### src/logic/kyber_pkg.sv
// Fixed to q = 3329 and n = 256; index types assume exactly 32 message bytes and 128 noise bytes
`default_nettype none

package kyber_pkg;

  // Ring parameters
  localparam int kyber_q = 3329;
  localparam int kyber_n = 256;

  // Decompress1 of a set bit, round(q/2)
  localparam int msg_half = 1665;

  // Coefficient width, enough for 0..q-1
  localparam int coeff_w = 12;

  // One message byte feeds this many coefficients
  localparam int msg_bits = 8;

  // Coefficient in canonical range 0..q-1
  typedef logic [coeff_w-1:0] coeff_t;

  // Index into the 256-entry polynomial
  typedef logic [7:0] coeff_idx_t;

  // Message byte number, 32 bytes of 8 bits cover n
  typedef logic [4:0] msg_idx_t;

  // Noise byte number, two samples per byte
  typedef logic [6:0] noise_idx_t;

endpackage

`default_nettype wire

### src/logic/msg_decompress.sv
// Strobes arriving while bits are still pending are dropped; the host must space them 8 cycles apart
`default_nettype none

module msg_decompress (
  input  logic                   clk,
  input  logic                   reset,
  input  logic                   msg_strobe,
  input  logic [7:0]             msg_byte,
  input  kyber_pkg::msg_idx_t    msg_index,
  output logic                   m_add,
  output kyber_pkg::coeff_idx_t  m_idx,
  output kyber_pkg::coeff_t      m_val
);

  logic                busy;
  logic [2:0]          bit_cnt;
  logic [7:0]          shift_reg;
  kyber_pkg::msg_idx_t base_idx;
  logic                last_bit;
  logic                accept;

  // Eighth output goes out this cycle
  assign last_bit = (bit_cnt == 3'(kyber_pkg::msg_bits - 1));

  // Free again once the final bit is on the lane
  assign accept = msg_strobe && (!busy || last_bit);

  // Control state
  always_ff @(posedge clk or posedge reset) begin
    if (reset) begin
      busy    <= 1'b0;
      bit_cnt <= '0;
    end else if (accept) begin
      busy    <= 1'b1;
      bit_cnt <= '0;
    end else if (busy) begin
      bit_cnt <= bit_cnt + 3'd1;
      if (last_bit) begin
        busy <= 1'b0;
      end
    end
  end

  // Byte and base index, payload only
  always_ff @(posedge clk) begin
    if (accept) begin
      shift_reg <= msg_byte;
      base_idx  <= msg_index;
    end else if (busy) begin
      shift_reg <= {1'b0, shift_reg[7:1]};
    end
  end

  // Bit j of byte i lands on coefficient 8i+j
  assign m_add = busy;
  assign m_idx = {base_idx, bit_cnt};
  assign m_val = shift_reg[0] ? kyber_pkg::coeff_t'(kyber_pkg::msg_half) : '0;

endmodule

`default_nettype wire

### config.mk
export PLATFORM = sky130hd
export DESIGN_NAME = msg_decompress
export DESIGN_NICKNAME = d
export VERILOG_FILES = /design/src/logic/kyber_pkg.sv /design/src/logic/msg_decompress.sv
export SDC_FILE = /design/constraint.sdc
export NUM_CORES = 1
export LEC_CHECK = 0
export ABC_CLOCK_PERIOD_IN_PS = 2260
export BUFFER_PORTS_ARGS = -buffer_cell sky130_fd_sc_hd__buf_2
export CORE_MARGIN = 5
export CORE_UTILIZATION = 44
export DETAILED_ROUTE_END_ITERATION = 10
export HOLD_SLACK_MARGIN = 0.12
export MAX_ROUTING_LAYER = met4
export PLACE_DENSITY_LB_ADDON = 0.05
export SYNTH_ARGS = -nofsm -noshare
export SYNTH_HDL_FRONTEND = slang
export SYNTH_SLANG_ARGS = --single-unit
### constraint.sdc
create_clock -name clk -period 2.26 [get_ports clk]
set_clock_uncertainty 0.15 [all_clocks]
set_input_delay 0.339 -clock clk [delete_from_list [all_inputs] [get_ports clk]]
set_output_delay 0.339 -clock clk [all_outputs]
set_load 0.02 [all_outputs]
==> results.json <==
{
  "status": "complete, no violations",
  "worstSetupEndpointType": "flop",
  "synthSimpleGateAreaFrac_pct": 5.30,
  "clkPwrFrac_pct": 13.8,
  "r2r_start": "bit_cnt[0]$_DFFE_PP0P_",
  "first_iter_violations": 3,
  "cts_tree": "built",
  "multiInputGateArea_um2": 236,
  "drt_pass1_iterations": 4,
  "cp_slowest_cell": "dfrtp_1",
  "final-max-slew-violation-count": 0,
  "route.detailed.drc": 0,
  "critical_path_class": "reg2reg",
  "pin_count": 37,
  "largest_reg_flops": 8,
  "rrSetupSlack_ns": 0.35,
  "crit_chain": "ha_1 > ha_1 > nand2b_2 > nand2_4 > mux2_4",
  "place_hpwl_um": 973,
  "start_util_pct": 46.4,
  "synth-edff-count": 13,
  "setup_slack_ns": 0.350,
  "hold_start": "msg_strobe",
  "htreeDepth": 1,
  "power_frac_comb_pct": 40.6,
  "critPathLaunchType": "flop",
  "finalCritPeriodShare_pct": 84.5,
  "synth_mux_area_share_pct": 13.1,
  "final_common_cell": "buf_2",
  "synth_compound_area_share_pct": 4.21,
  "power_density_nw_per_um2": 1170,
  "synth_seq_area_share_pct": 61.2,
  "synth-xor-area-share_pct": 0,
  "viasPerCell": 4.38,
  "cp_num_cells": 5,
  "globalplace.congestion": 0.780,
  "grt_use_total_pct": 10.4,
  "grt_max_degree": 10,
  "dp_slack_ns": 0.371,
  "synth_top_family_by_area": "multiplexers",
  "clk_pin_slew_ns": 0.09,
  "synth_top_flop_cell": "edfxtp_1",
  "internal_power_mw": 0.773,
  "vdd_drop_max_uv": 742,
  "sw_frac_of_total_pct": 33.5,
  "p_leak_nw": 0.493,
  "die_h_um": 52.7,
  "setup_violations": 0,
  "grt_pass1_vias": 472,
  "cp_top_family": "flip-flops",
  "via_count": 482,
  "grt_antenna_before_repair": 0,
  "avgSynthCellArea_um2": 15.4,
  "cp_max_fo": 8,
  "switching_power_mw": 0.389,
  "antenna_left": 0,
  "worstPathArrival_ns": 1.81,
  "cts.sinks": 17,
  "dieArea_um2": 2780,
  "drive_above_1_share_pct": 48.2,
  "rsz0062_at_grt": "false",
  "whs_path_depth": 2,
  "finish.net_count": 104,
  "die_x_um": 52.7,
  "ys_warn_count": 0,
  "seqCellArea_um2": 490,
  "n_antenna_cell": 0,
  "holdCritPathClass": "in2reg",
  "synthesis.instances": 52,
  "clock.fmax_mhz": 524,
  "fin_hold_ws_ns": 0.186,
  "final_period_minus_worst_setup_slack_ns": 1.91,
  "clockRootBuffer": "clkbuf_4",
  "synth_cell_types": 16,
  "grt_pass1_wl_mm": 1.97,
  "clock_path_buffers": 2,
  "routedWlPerCell_um": 12.0,
  "core_area_um2": 1730,
  "wirelength_mm": 1.32,
  "layout_common_cells": "buf_2, edfxtp_1, conb_1, mux2_4, dlygate4sd3_1",
  "synth_fa_ha_area_share_pct": 3.12,
  "cts_buffers": 3,
  "hold_viol": 0,
  "tns_ns": 0,
  "num-fill-cells": 154,
  "crit_path_max_incr_delay_ns": 0.42,
  "rows": 15,
  "seqPwrFrac_pct": 45.6,
  "min_to": "m_add$_DFF_PP0_",
  "cts_setup_buffers": 0,
  "maxCapViolCount": 0,
  "reg2reg_depth": 5,
  "synthArstFlopShare_pct": 23.5,
  "synth-seq-cells": 17,
  "netlist_area_um2": 802,
  "clk_latency_ns": 0.28,
  "cp.buffers_inverters": 0,
  "required_ns": 2.16,
  "port_buffers": 28,
  "grt-ovfl-total": 0,
  "crit_top_cell": "ha_1",
  "area_growth_pct": 24.2,
  "timing.rr.end": "shift_reg[4]$_DFFE_PP_"
}
-- worst max path at each step --
stage                                   endpoint  slack, ns                    from
final                     shift_reg[4]$_DFFE_PP_       0.35  bit_cnt[0]$_DFFE_PP0P_
after CTS                 shift_reg[4]$_DFFE_PP_       0.35  bit_cnt[0]$_DFFE_PP0P_
after detailed placement  shift_reg[3]$_DFFE_PP_       0.37  bit_cnt[0]$_DFFE_PP0P_
after floorplan           shift_reg[0]$_DFFE_PP_       0.33  bit_cnt[0]$_DFFE_PP0P_
after global placement    shift_reg[6]$_DFFE_PP_       0.39  bit_cnt[0]$_DFFE_PP0P_
after global routing      shift_reg[3]$_DFFE_PP_       0.29  bit_cnt[0]$_DFFE_PP0P_
-- synth_stat cells, drive strengths merged (2+ instances only) --
library cell,number,share of area [%]
mux2,7,13
a32o,2,2.5
nand2,2,1.9
dfrtp,4,12
edfxtp,13,49
inv,3,1.4
ha,2,3.1
buf,12,11
-- layer usage --
layer / track usage, % / vias up / routed length [um]
met4: 6.38 / 0 / 36
met2: 16.9 / 35 / 591
li1: - / 231 / -
met5: - / - / 0
met1: 11.1 / 211 / 539
met3: 2.85 / 5 / 151
-- stage by stage --
stage / power (mW) / std cells / util, % / instance area (um^2)
after floorplan: 0.929 / 59 / - / 828
after global placement: 1.00 / 100 / 52.7 / 910
after detailed placement: 1.01 / 100 / 52.7 / 910
after CTS: 1.17 / 110 / 57.7 / 996
after global routing: 1.24 / 110 / 57.7 / 996
final: 1.16 / 110 / 57.7 / 996
-- power by group through the flow --
stage | logic (mW) | registers, mW | clock network (mW)
floorplan | 0.344 | 0.585 | 0
global placement | 0.467 | 0.534 | 0
detailed placement | 0.469 | 0.538 | 0
CTS | 0.478 | 0.532 | 0.163
global route | 0.515 | 0.545 | 0.179
finish | 0.472 | 0.530 | 0.161
-- kinds of logic after synthesis --
logic type                 Yosys count
AOI/OAI and AO/OA                    4
adders and majority gates            2
buffers and inverters               15
DFF                                 17
muxes                                7
other                                1
and+or+nand+nor                      6
-- what timing repair did --
action                                 CTS  global route
hold buffers                             6             0
endpoints found under the hold margin    9             0
gates resized for setup                  0             0
-- area by class of cell --
class	count	share of cell area, %
clock buffers	4	2.64
well taps	25	3.14
flip-flops and latches	17	49.2
multi-input cells	27	23.7
repair buffers	34	20.1
inverters	3	1.13
Note: power is estimated with default switching activity, not from simulation.
