[src/logic/kyber_pkg.sv]
// Fixed to q = 3329 and n = 256; index types assume exactly 32 message bytes and 128 noise bytes
`default_nettype none

package kyber_pkg;

  // Ring parameters
  localparam int kyber_q = 3329;
  localparam int kyber_n = 256;

  // Decompress1 of a set bit, round(q/2)
  localparam int msg_half = 1665;

  // Coefficient width, enough for 0..q-1
  localparam int coeff_w = 12;

  // One message byte feeds this many coefficients
  localparam int msg_bits = 8;

  // Coefficient in canonical range 0..q-1
  typedef logic [coeff_w-1:0] coeff_t;

  // Index into the 256-entry polynomial
  typedef logic [7:0] coeff_idx_t;

  // Message byte number, 32 bytes of 8 bits cover n
  typedef logic [4:0] msg_idx_t;

  // Noise byte number, two samples per byte
  typedef logic [6:0] noise_idx_t;

endpackage

`default_nettype wire

[src/logic/cbd_sampler.sv]
// CBD with eta = 2 only, one byte gives two samples; strobes while busy are dropped
`default_nettype none

module cbd_sampler (
  input  logic                   clk,
  input  logic                   reset,
  input  logic                   noise_strobe,
  input  logic [7:0]             noise_byte,
  input  kyber_pkg::noise_idx_t  noise_index,
  output logic                   n_add,
  output kyber_pkg::coeff_idx_t  n_idx,
  output kyber_pkg::coeff_t      n_val
);

  logic                  busy;
  logic                  phase;
  logic [7:0]            byte_reg;
  kyber_pkg::noise_idx_t base_idx;
  logic                  accept;
  logic [3:0]            nibble;
  logic [1:0]            pos_sum;
  logic [1:0]            neg_sum;
  logic [1:0]            diff;

  // High nibble cycle frees the sampler for a new byte
  assign accept = noise_strobe && (!busy || phase);

  always_ff @(posedge clk or posedge reset) begin
    if (reset) begin
      busy  <= 1'b0;
      phase <= 1'b0;
    end else if (accept) begin
      busy  <= 1'b1;
      phase <= 1'b0;
    end else if (busy) begin
      if (phase) begin
        busy  <= 1'b0;
        phase <= 1'b0;
      end else begin
        phase <= 1'b1;
      end
    end
  end

  always_ff @(posedge clk) begin
    if (accept) begin
      byte_reg <= noise_byte;
      base_idx <= noise_index;
    end
  end

  // Sample is (b0 + b1) - (b2 + b3), range -2..2
  always_comb begin
    nibble  = phase ? byte_reg[7:4] : byte_reg[3:0];
    pos_sum = {1'b0, nibble[0]} + {1'b0, nibble[1]};
    neg_sum = {1'b0, nibble[2]} + {1'b0, nibble[3]};
    if (pos_sum >= neg_sum) begin
      diff  = pos_sum - neg_sum;
      n_val = {{(kyber_pkg::coeff_w - 2){1'b0}}, diff};
    end else begin
      // Negative sample wraps to q - |x|
      diff  = neg_sum - pos_sum;
      n_val = kyber_pkg::coeff_t'(kyber_pkg::kyber_q)
            - {{(kyber_pkg::coeff_w - 2){1'b0}}, diff};
    end
  end

  assign n_add = busy;
  assign n_idx = {base_idx, phase};

endmodule

`default_nettype wire

[config.mk]
export PLATFORM = sky130hd
export DESIGN_NAME = cbd_sampler
export DESIGN_NICKNAME = d
export VERILOG_FILES = /design/src/logic/kyber_pkg.sv /design/src/logic/cbd_sampler.sv
export SDC_FILE = /design/constraint.sdc
export NUM_CORES = 1
export LEC_CHECK = 0
export ABC_AREA = 1
export ABC_CLOCK_PERIOD_IN_PS = 5100
export BUFFER_PORTS_ARGS = -buffer_cell sky130_fd_sc_hd__buf_2
export CAP_MARGIN = 5
export CORE_MARGIN = 2
export CORE_UTILIZATION = 47
export DETAILED_ROUTE_END_ITERATION = 10
export PLACE_DENSITY = 0.8
export SYNTH_ARGS = -nofsm -noshare
export SYNTH_HDL_FRONTEND = slang
export SYNTH_SLANG_ARGS = --single-unit
[constraint.sdc]
create_clock -name clk -period 5.1 [get_ports clk]
set_input_delay 0.255 -clock clk [delete_from_list [all_inputs] [get_ports clk]]
set_output_delay 0.255 -clock clk [all_outputs]
set_load 0.03 [all_outputs]
==> impl_metrics.csv, run 1 <==
group,metric,value,unit
routing,drt-initial-drc-count,3,
routing,post-route-drc-count,0,
finish,multi_input_area,213,µm²
routing,drt_wl_total,1.21,mm
synthesis,netlist_instances,73,
finish,fraction_of_final_layout_cells_with_drive_strength_greater_than_1,41.1,%
clocking,cts.clk_slew.worst_paths,0.09,ns
setup_path,reg2reg_setup_slack,3.55,ns
timing,max_freq,0.366,GHz
setup_path,critical_path.startpoint_type,"register",
run_status,status,"completed",
setup_path,critical_path_required,4.85,ns
clocking,htreeDepth,1,
min_path,min-delay-start,"noise_index[0]",
timing,timing.slew.headroom,49.0,%
min_path,hold_path.class,"input port to register",
timing,share_of_the_clock_period_used_by_the_worst_path,53.6,%
finish,nets,132,
min_path,holdPathEnd,"base_idx[0]",
finish,seqCellArea,500,µm²
timing,slew_worst_pin,0.765,ns
clocking,cts_setup_buffers,0,
clocking,tritoncts,"done",
finish,insertedDiodeCount,0,
clocking,root_buffer_master,"clkbuf_4",
synthesis,post_synth_main_area_contributors,"edfxtp_1, nand2_1, ha_1",
setup_path,worst_r2r_endpoint,"base_idx[5]",
global_route,grt_pass1_wl,1.93,mm
routing,number_of_vias_in_the_routed_layout,562,
setup_path,crit_path_end_kind,"output pin",
clocking,clock_sinks,17,
setup_path,cp_slowest_stage_delay,0.45,ns
setup_path,timing.critical_path.arrival,2.48,ns
flow_run,max_cap_viol_count,0,
floorplan,floorplan.die.height,45.6,µm
finish,final_util,59.7,%
synthesis,postSynthNetCount,97,
global_route,gr-total-overflow,0,
synthesis,synth.yosys.seq_area_share,61.4,%
synthesis,netlist-cell-type-count,13,
floorplan,fp.dieW,45.6,µm
min_path,worst_hold_path.num_cells,1,
global_route,first_global_vias,511,
routing,firstDrtPassIters,2,
synthesis,syn_area_per_cell,11.2,µm²
placement,io_buffer_count,37,
timing,finalSetupViolations,0,
floorplan,fp.dieArea,2080,µm²
synthesis,synth_top_area_share,55.3,%
setup_path,worst_reg_to_reg_cells,2,
clocking,max-clock-path-buffers,2,
timing,setup_tns,0,ns
placement,pre_cts_ws,2.64,ns
global_route,grt_max_degree,16,
routing,post_drt_via_cell_ratio,4.53,
finish,fill_cells,152,
timing,slew_violations,0,
setup_path,rr_startpoint,"phase",
timing,final_period_minus_worst_setup_slack,2.73,ns
floorplan,std_cell_rows,15,
synthesis,yosysWarningCount,0,
setup_path,critical_path.slowest_cell,"dfrtp_1",
clocking,clk-insertion-delay-late,0.28,ns
clocking,cts_made_buffers,3,
setup_path,path_buf_inv,5,
setup_path,crit_family,"adder cells",
finish,flow.area_growth_from_synthesis,22.4,%
placement,place.gp.congestion,0.687,
global_route,gr-usage-all-layers,13.7,%
synthesis,synth-seq-cells,17,
floorplan,start_util,48.8,%
floorplan,core_area,1670,µm²
routing,drtAntennaViolNets,0,
synthesis,yosys.area.top_type,"edfxtp_1",
finish,largest_reg_flops,8,
timing,worst_slack,2.37,ns
setup_path,category_of_the_critical_setup_timing_path,"register to output pin",
routing,wire_per_inst,9.78,µm
global_route,number_of_antenna_violations_at_the_first_check_in_global_routing,0,
timing,hold_violations,0,
synthesis,post_synth_instance_area,815,µm²
placement,dp_hpwl,981,µm
floorplan,ioPinCount,39,
setup_path,crit_chain,"inv_2, nand2_1, nand2_1, ha_1, inv_1, ha_1, inv_1, fa_1, a21oi_2, nand2_1, inv_1, buf_2",
timing,rsz0062_at_grt,"false",
setup_path,critical_path_peak_fanout,7,
timing,worst_setup_skew_after_layout,0.00211,ns
-- layout make-up --
cell class / count / area share, %
Inverter: 11 / 4.14
Clock buffer: 4 / 2.63
Timing Repair Buffer: 38 / 19.6
Tap cell: 17 / 2.13
Multi-Input combinational cell: 37 / 21.3
Sequential cell: 17 / 50.2
-- placed cells by master (no fill, tap or decap), drive strengths merged --
cell type    count
edfxtp          15
dlygate4sd3      1
nand2           25
or2              1
a21oi            2
inv             11
conb             1
o21ai            1
dfrtp            2
buf             37
clkbuf           4
nor2             1
ha               5
fa               1
-- timing repair --
item                      4_1_cts  5_1_grt
hold buffers                    1        0
gates resized for setup         0        0
hold endpoints to repair        2        0
-- cells in the mapped netlist, drive strengths merged --
cell type  count
buf            8
a21oi          2
nor2           1
ha             5
or2            1
inv           11
dfrtp          2
edfxtp        15
nand2         25
conb           1
o21ai          1
fa             1
-- stage by stage --
stage	hold WS (ns)	cells	area, µm²
after global routing	0.127	124	997
after floorplan	-0.00382	73	815
final	0.142	124	997
after CTS	0.132	124	997
after detailed placement	0.109	119	961
after global placement	0.108	119	961
-- routing by layer --
metal / wire length [µm] / track usage [%] / share of wire, % / vias up
met5: 0 / 0 / 0 / -
met4: 36 / 12.4 / 3.0 / 0
met2: 618 / 22.0 / 51 / 29
met1: 448 / 15.3 / 37 / 239
li1: - / - / - / 290
met3: 109 / 2.38 / 9.0 / 4
-- cells by family after synthesis --
logic type	Yosys count	synth area share, %
compound gates	3	2.76
buf+inv	19	12.4
flops	17	61.4
simple gates	27	12.7
other cells	1	0.460
fa+ha+maj	6	10.1
-- worst max-delay path by stage --
stage	depth (start not counted)	end	slack (ns)	start
2_1_floorplan	12	n_val[3]	2.32	phase
3_3_place_gp	12	n_val[3]	2.74	phase
3_5_place_dp	12	n_val[3]	2.64	phase
4_1_cts	12	n_val[3]	2.33	phase
5_1_grt	12	n_val[7]	2.16	phase
6_report	12	n_val[3]	2.37	phase
Power of run 1 is not shown: default switching activity piles up to over one toggle a cycle in this logic, so the estimate is an artifact.
==> run 2: changes to the inputs <==
--- a/config.mk
+++ b/config.mk
@@ -6,13 +6,13 @@
 export NUM_CORES = 1
 export LEC_CHECK = 0
 export ABC_AREA = 1
-export ABC_CLOCK_PERIOD_IN_PS = 5100
+export ABC_CLOCK_PERIOD_IN_PS = 2600
 export BUFFER_PORTS_ARGS = -buffer_cell sky130_fd_sc_hd__buf_2
 export CAP_MARGIN = 5
 export CORE_MARGIN = 2
-export CORE_UTILIZATION = 47
+export CORE_UTILIZATION = 44
 export DETAILED_ROUTE_END_ITERATION = 10
-export PLACE_DENSITY = 0.8
+export PLACE_DENSITY = 0.76
 export SYNTH_ARGS = -nofsm -noshare
 export SYNTH_HDL_FRONTEND = slang
 export SYNTH_SLANG_ARGS = --single-unit
==> constraint.sdc (replaced) <==
create_clock -name clk -period 2.6 [get_ports clk]
set_input_delay 0.13 -clock clk [delete_from_list [all_inputs] [get_ports clk]]
set_output_delay 0.13 -clock clk [all_outputs]
set_load 0.03 [all_outputs]
==> run 2 against run 1 <==
Clock skew increased by 0.0031 ns. Hold slack worse by 0.12 ns. Worst setup slack worse by 2.3 ns. Cell count grew 8.1%. Cell area increased by 12%. Highest routed layer unchanged.
==> impl_metrics.csv, run 2 (synthesis gave the netlist of run 1 again) <==
group,metric,value,unit
timing,timing.slew.headroom,47.9,%
flow_run,max_cap_viol_count,0,
setup_path,rr_startpoint,"phase",
finish,flow.area_growth_from_synthesis,37.0,%
floorplan,fp.dieW,47.0,µm
setup_path,category_of_the_critical_setup_timing_path,"register to output pin",
routing,wire_per_inst,10.9,µm
finish,final-instance-count-excl-fill,134,
routing,number_of_vias_in_the_routed_layout,588,
timing,worst_slack,0.110,ns
routing,firstDrtPassIters,2,
placement,pre_cts_ws,0.221,ns
run_status,status,"completed",
floorplan,fp.dieArea,2210,µm²
timing,hold_violations,0,
placement,dp_hpwl,1.05,mm
routing,drt_wl_total,1.45,mm
clocking,tritoncts,"done",
routing,drtAntennaViolNets,0,
floorplan,start_util,47.2,%
routing,drt-initial-drc-count,2,
setup_path,critical_path_peak_fanout,6,
setup_path,critical_path_required,2.47,ns
routing,post_drt_via_cell_ratio,4.39,
setup_path,critical_path.startpoint_type,"register",
timing,final_period_minus_worst_setup_slack,2.49,ns
min_path,hold_path.class,"input port to register",
global_route,gr-usage-all-layers,14.2,%
setup_path,timing.critical_path.arrival,2.36,ns
floorplan,core_area,1730,µm²
timing,slew_worst_pin,0.782,ns
routing,post-route-drc-count,0,
placement,io_buffer_count,37,
floorplan,std_cell_rows,15,
clocking,root_buffer_master,"clkbuf_4",
finish,layout.cells.most_common,"buf_2",
setup_path,crit_path_end_kind,"output pin",
global_route,first_global_vias,560,
clocking,clk-insertion-delay-late,0.28,ns
finish,nets,134,
placement,dp_cells,127,
floorplan,floorplan.die.height,47.0,µm
finish,mostFrequentLayoutCells,"buf_2, nand2_1, edfxtp_1",
clocking,cts.clk_slew.worst_paths,0.09,ns
finish,largest_reg_flops,8,
global_route,grt_pass1_wl,2.12,mm
timing,finalSetupViolations,0,
placement,dpl_cell_area,978,µm²
clocking,cts_made_buffers,3,
global_route,grt_max_degree,16,
placement,place.gp.congestion,0.630,
global_route,number_of_antenna_violations_at_the_first_check_in_global_routing,0,
finish,design_area,1120,µm²
setup_path,reg2reg_setup_slack,1.08,ns
clocking,max-clock-path-buffers,2,
timing,max_freq,0.402,GHz
global_route,gr-total-overflow,0,
clocking,htreeDepth,1,
setup_path,worst_reg_to_reg_cells,2,
finish,fraction_of_final_layout_cells_with_drive_strength_greater_than_1,54.1,%
timing,slew_violations,0,
setup_path,crit_end,"n_val[7]",
floorplan,ioPinCount,39,
setup_path,worstSetupStartpoint,"phase",
finish,final_util,64.6,%
timing,share_of_the_clock_period_used_by_the_worst_path,95.8,%
finish,insertedDiodeCount,0,
timing,worst_setup_skew_after_layout,0.00519,ns
setup_path,worst_r2r_endpoint,"byte_reg[3]",
clocking,clock_sinks,17,
==> run 2: critical path: stages (launching register included) <==
cell	delay, ns
dfrtp_2	0.46
inv_4	0.10
nand2_2	0.05
nand2_2	0.08
ha_4	0.20
inv_2	0.04
ha_2	0.16
inv_2	0.04
fa_2	0.42
a21oi_4	0.17
nand2_2	0.09
inv_4	0.11
buf_6	0.14
==> run 2: layer usage <==
metal	track usage, %	up-vias	share of wire, %
li1	-	294	-
met1	14.0	261	34
met2	26.8	31	57
met3	3.08	2	8.1
met4	8.33	0	0.69
met5	0	-	0
==> run 2: how the worst min path moves through the flow <==
| stage | depth (start not counted) | slack (ns) | from | endpoint |
|---|---|---|---|---|
| after floorplan | 1 | -0.13 | reset | n_add |
| after global placement | 2 | -0.02 | reset | n_add |
| after detailed placement | 2 | -0.01 | reset | n_add |
| after CTS | 1 | 0.01 | noise_index[3] | base_idx[3] |
| after global routing | 1 | 0.005 | noise_index[0] | base_idx[0] |
| final | 1 | 0.02 | noise_byte[1] | byte_reg[1] |
==> run 2: through the flow <==
step | TNS, ns | hold WS, ns
after detailed placement | 0 | -0.0116
after global placement | 0 | -0.0247
after global routing | -0.00786 | 0.00472
after floorplan | 0 | -0.129
final | 0 | 0.0194
after CTS | 0 | 0.0107
==> run 2: what timing repair did <==
action / CTS / global route
endpoints found under the setup margin: 7 / 9
hold buffers: 1 / 0
setup buffers: 0 / 2
pin swaps: 0 / 5
hold endpoints to repair: 2 / 0
resized for setup: 8 / 19
==> run 2: final cells by class <==
class / instances / area (µm²)
inverter: 11 / 46.3
multi-input combinational: 37 / 263
sequential: 17 / 502
clock buffer: 4 / 26.3
fill: 146 / 611
tap: 25 / 31.3
timing repair buffer: 40 / 248
Power of run 2 is left out for the same reason.
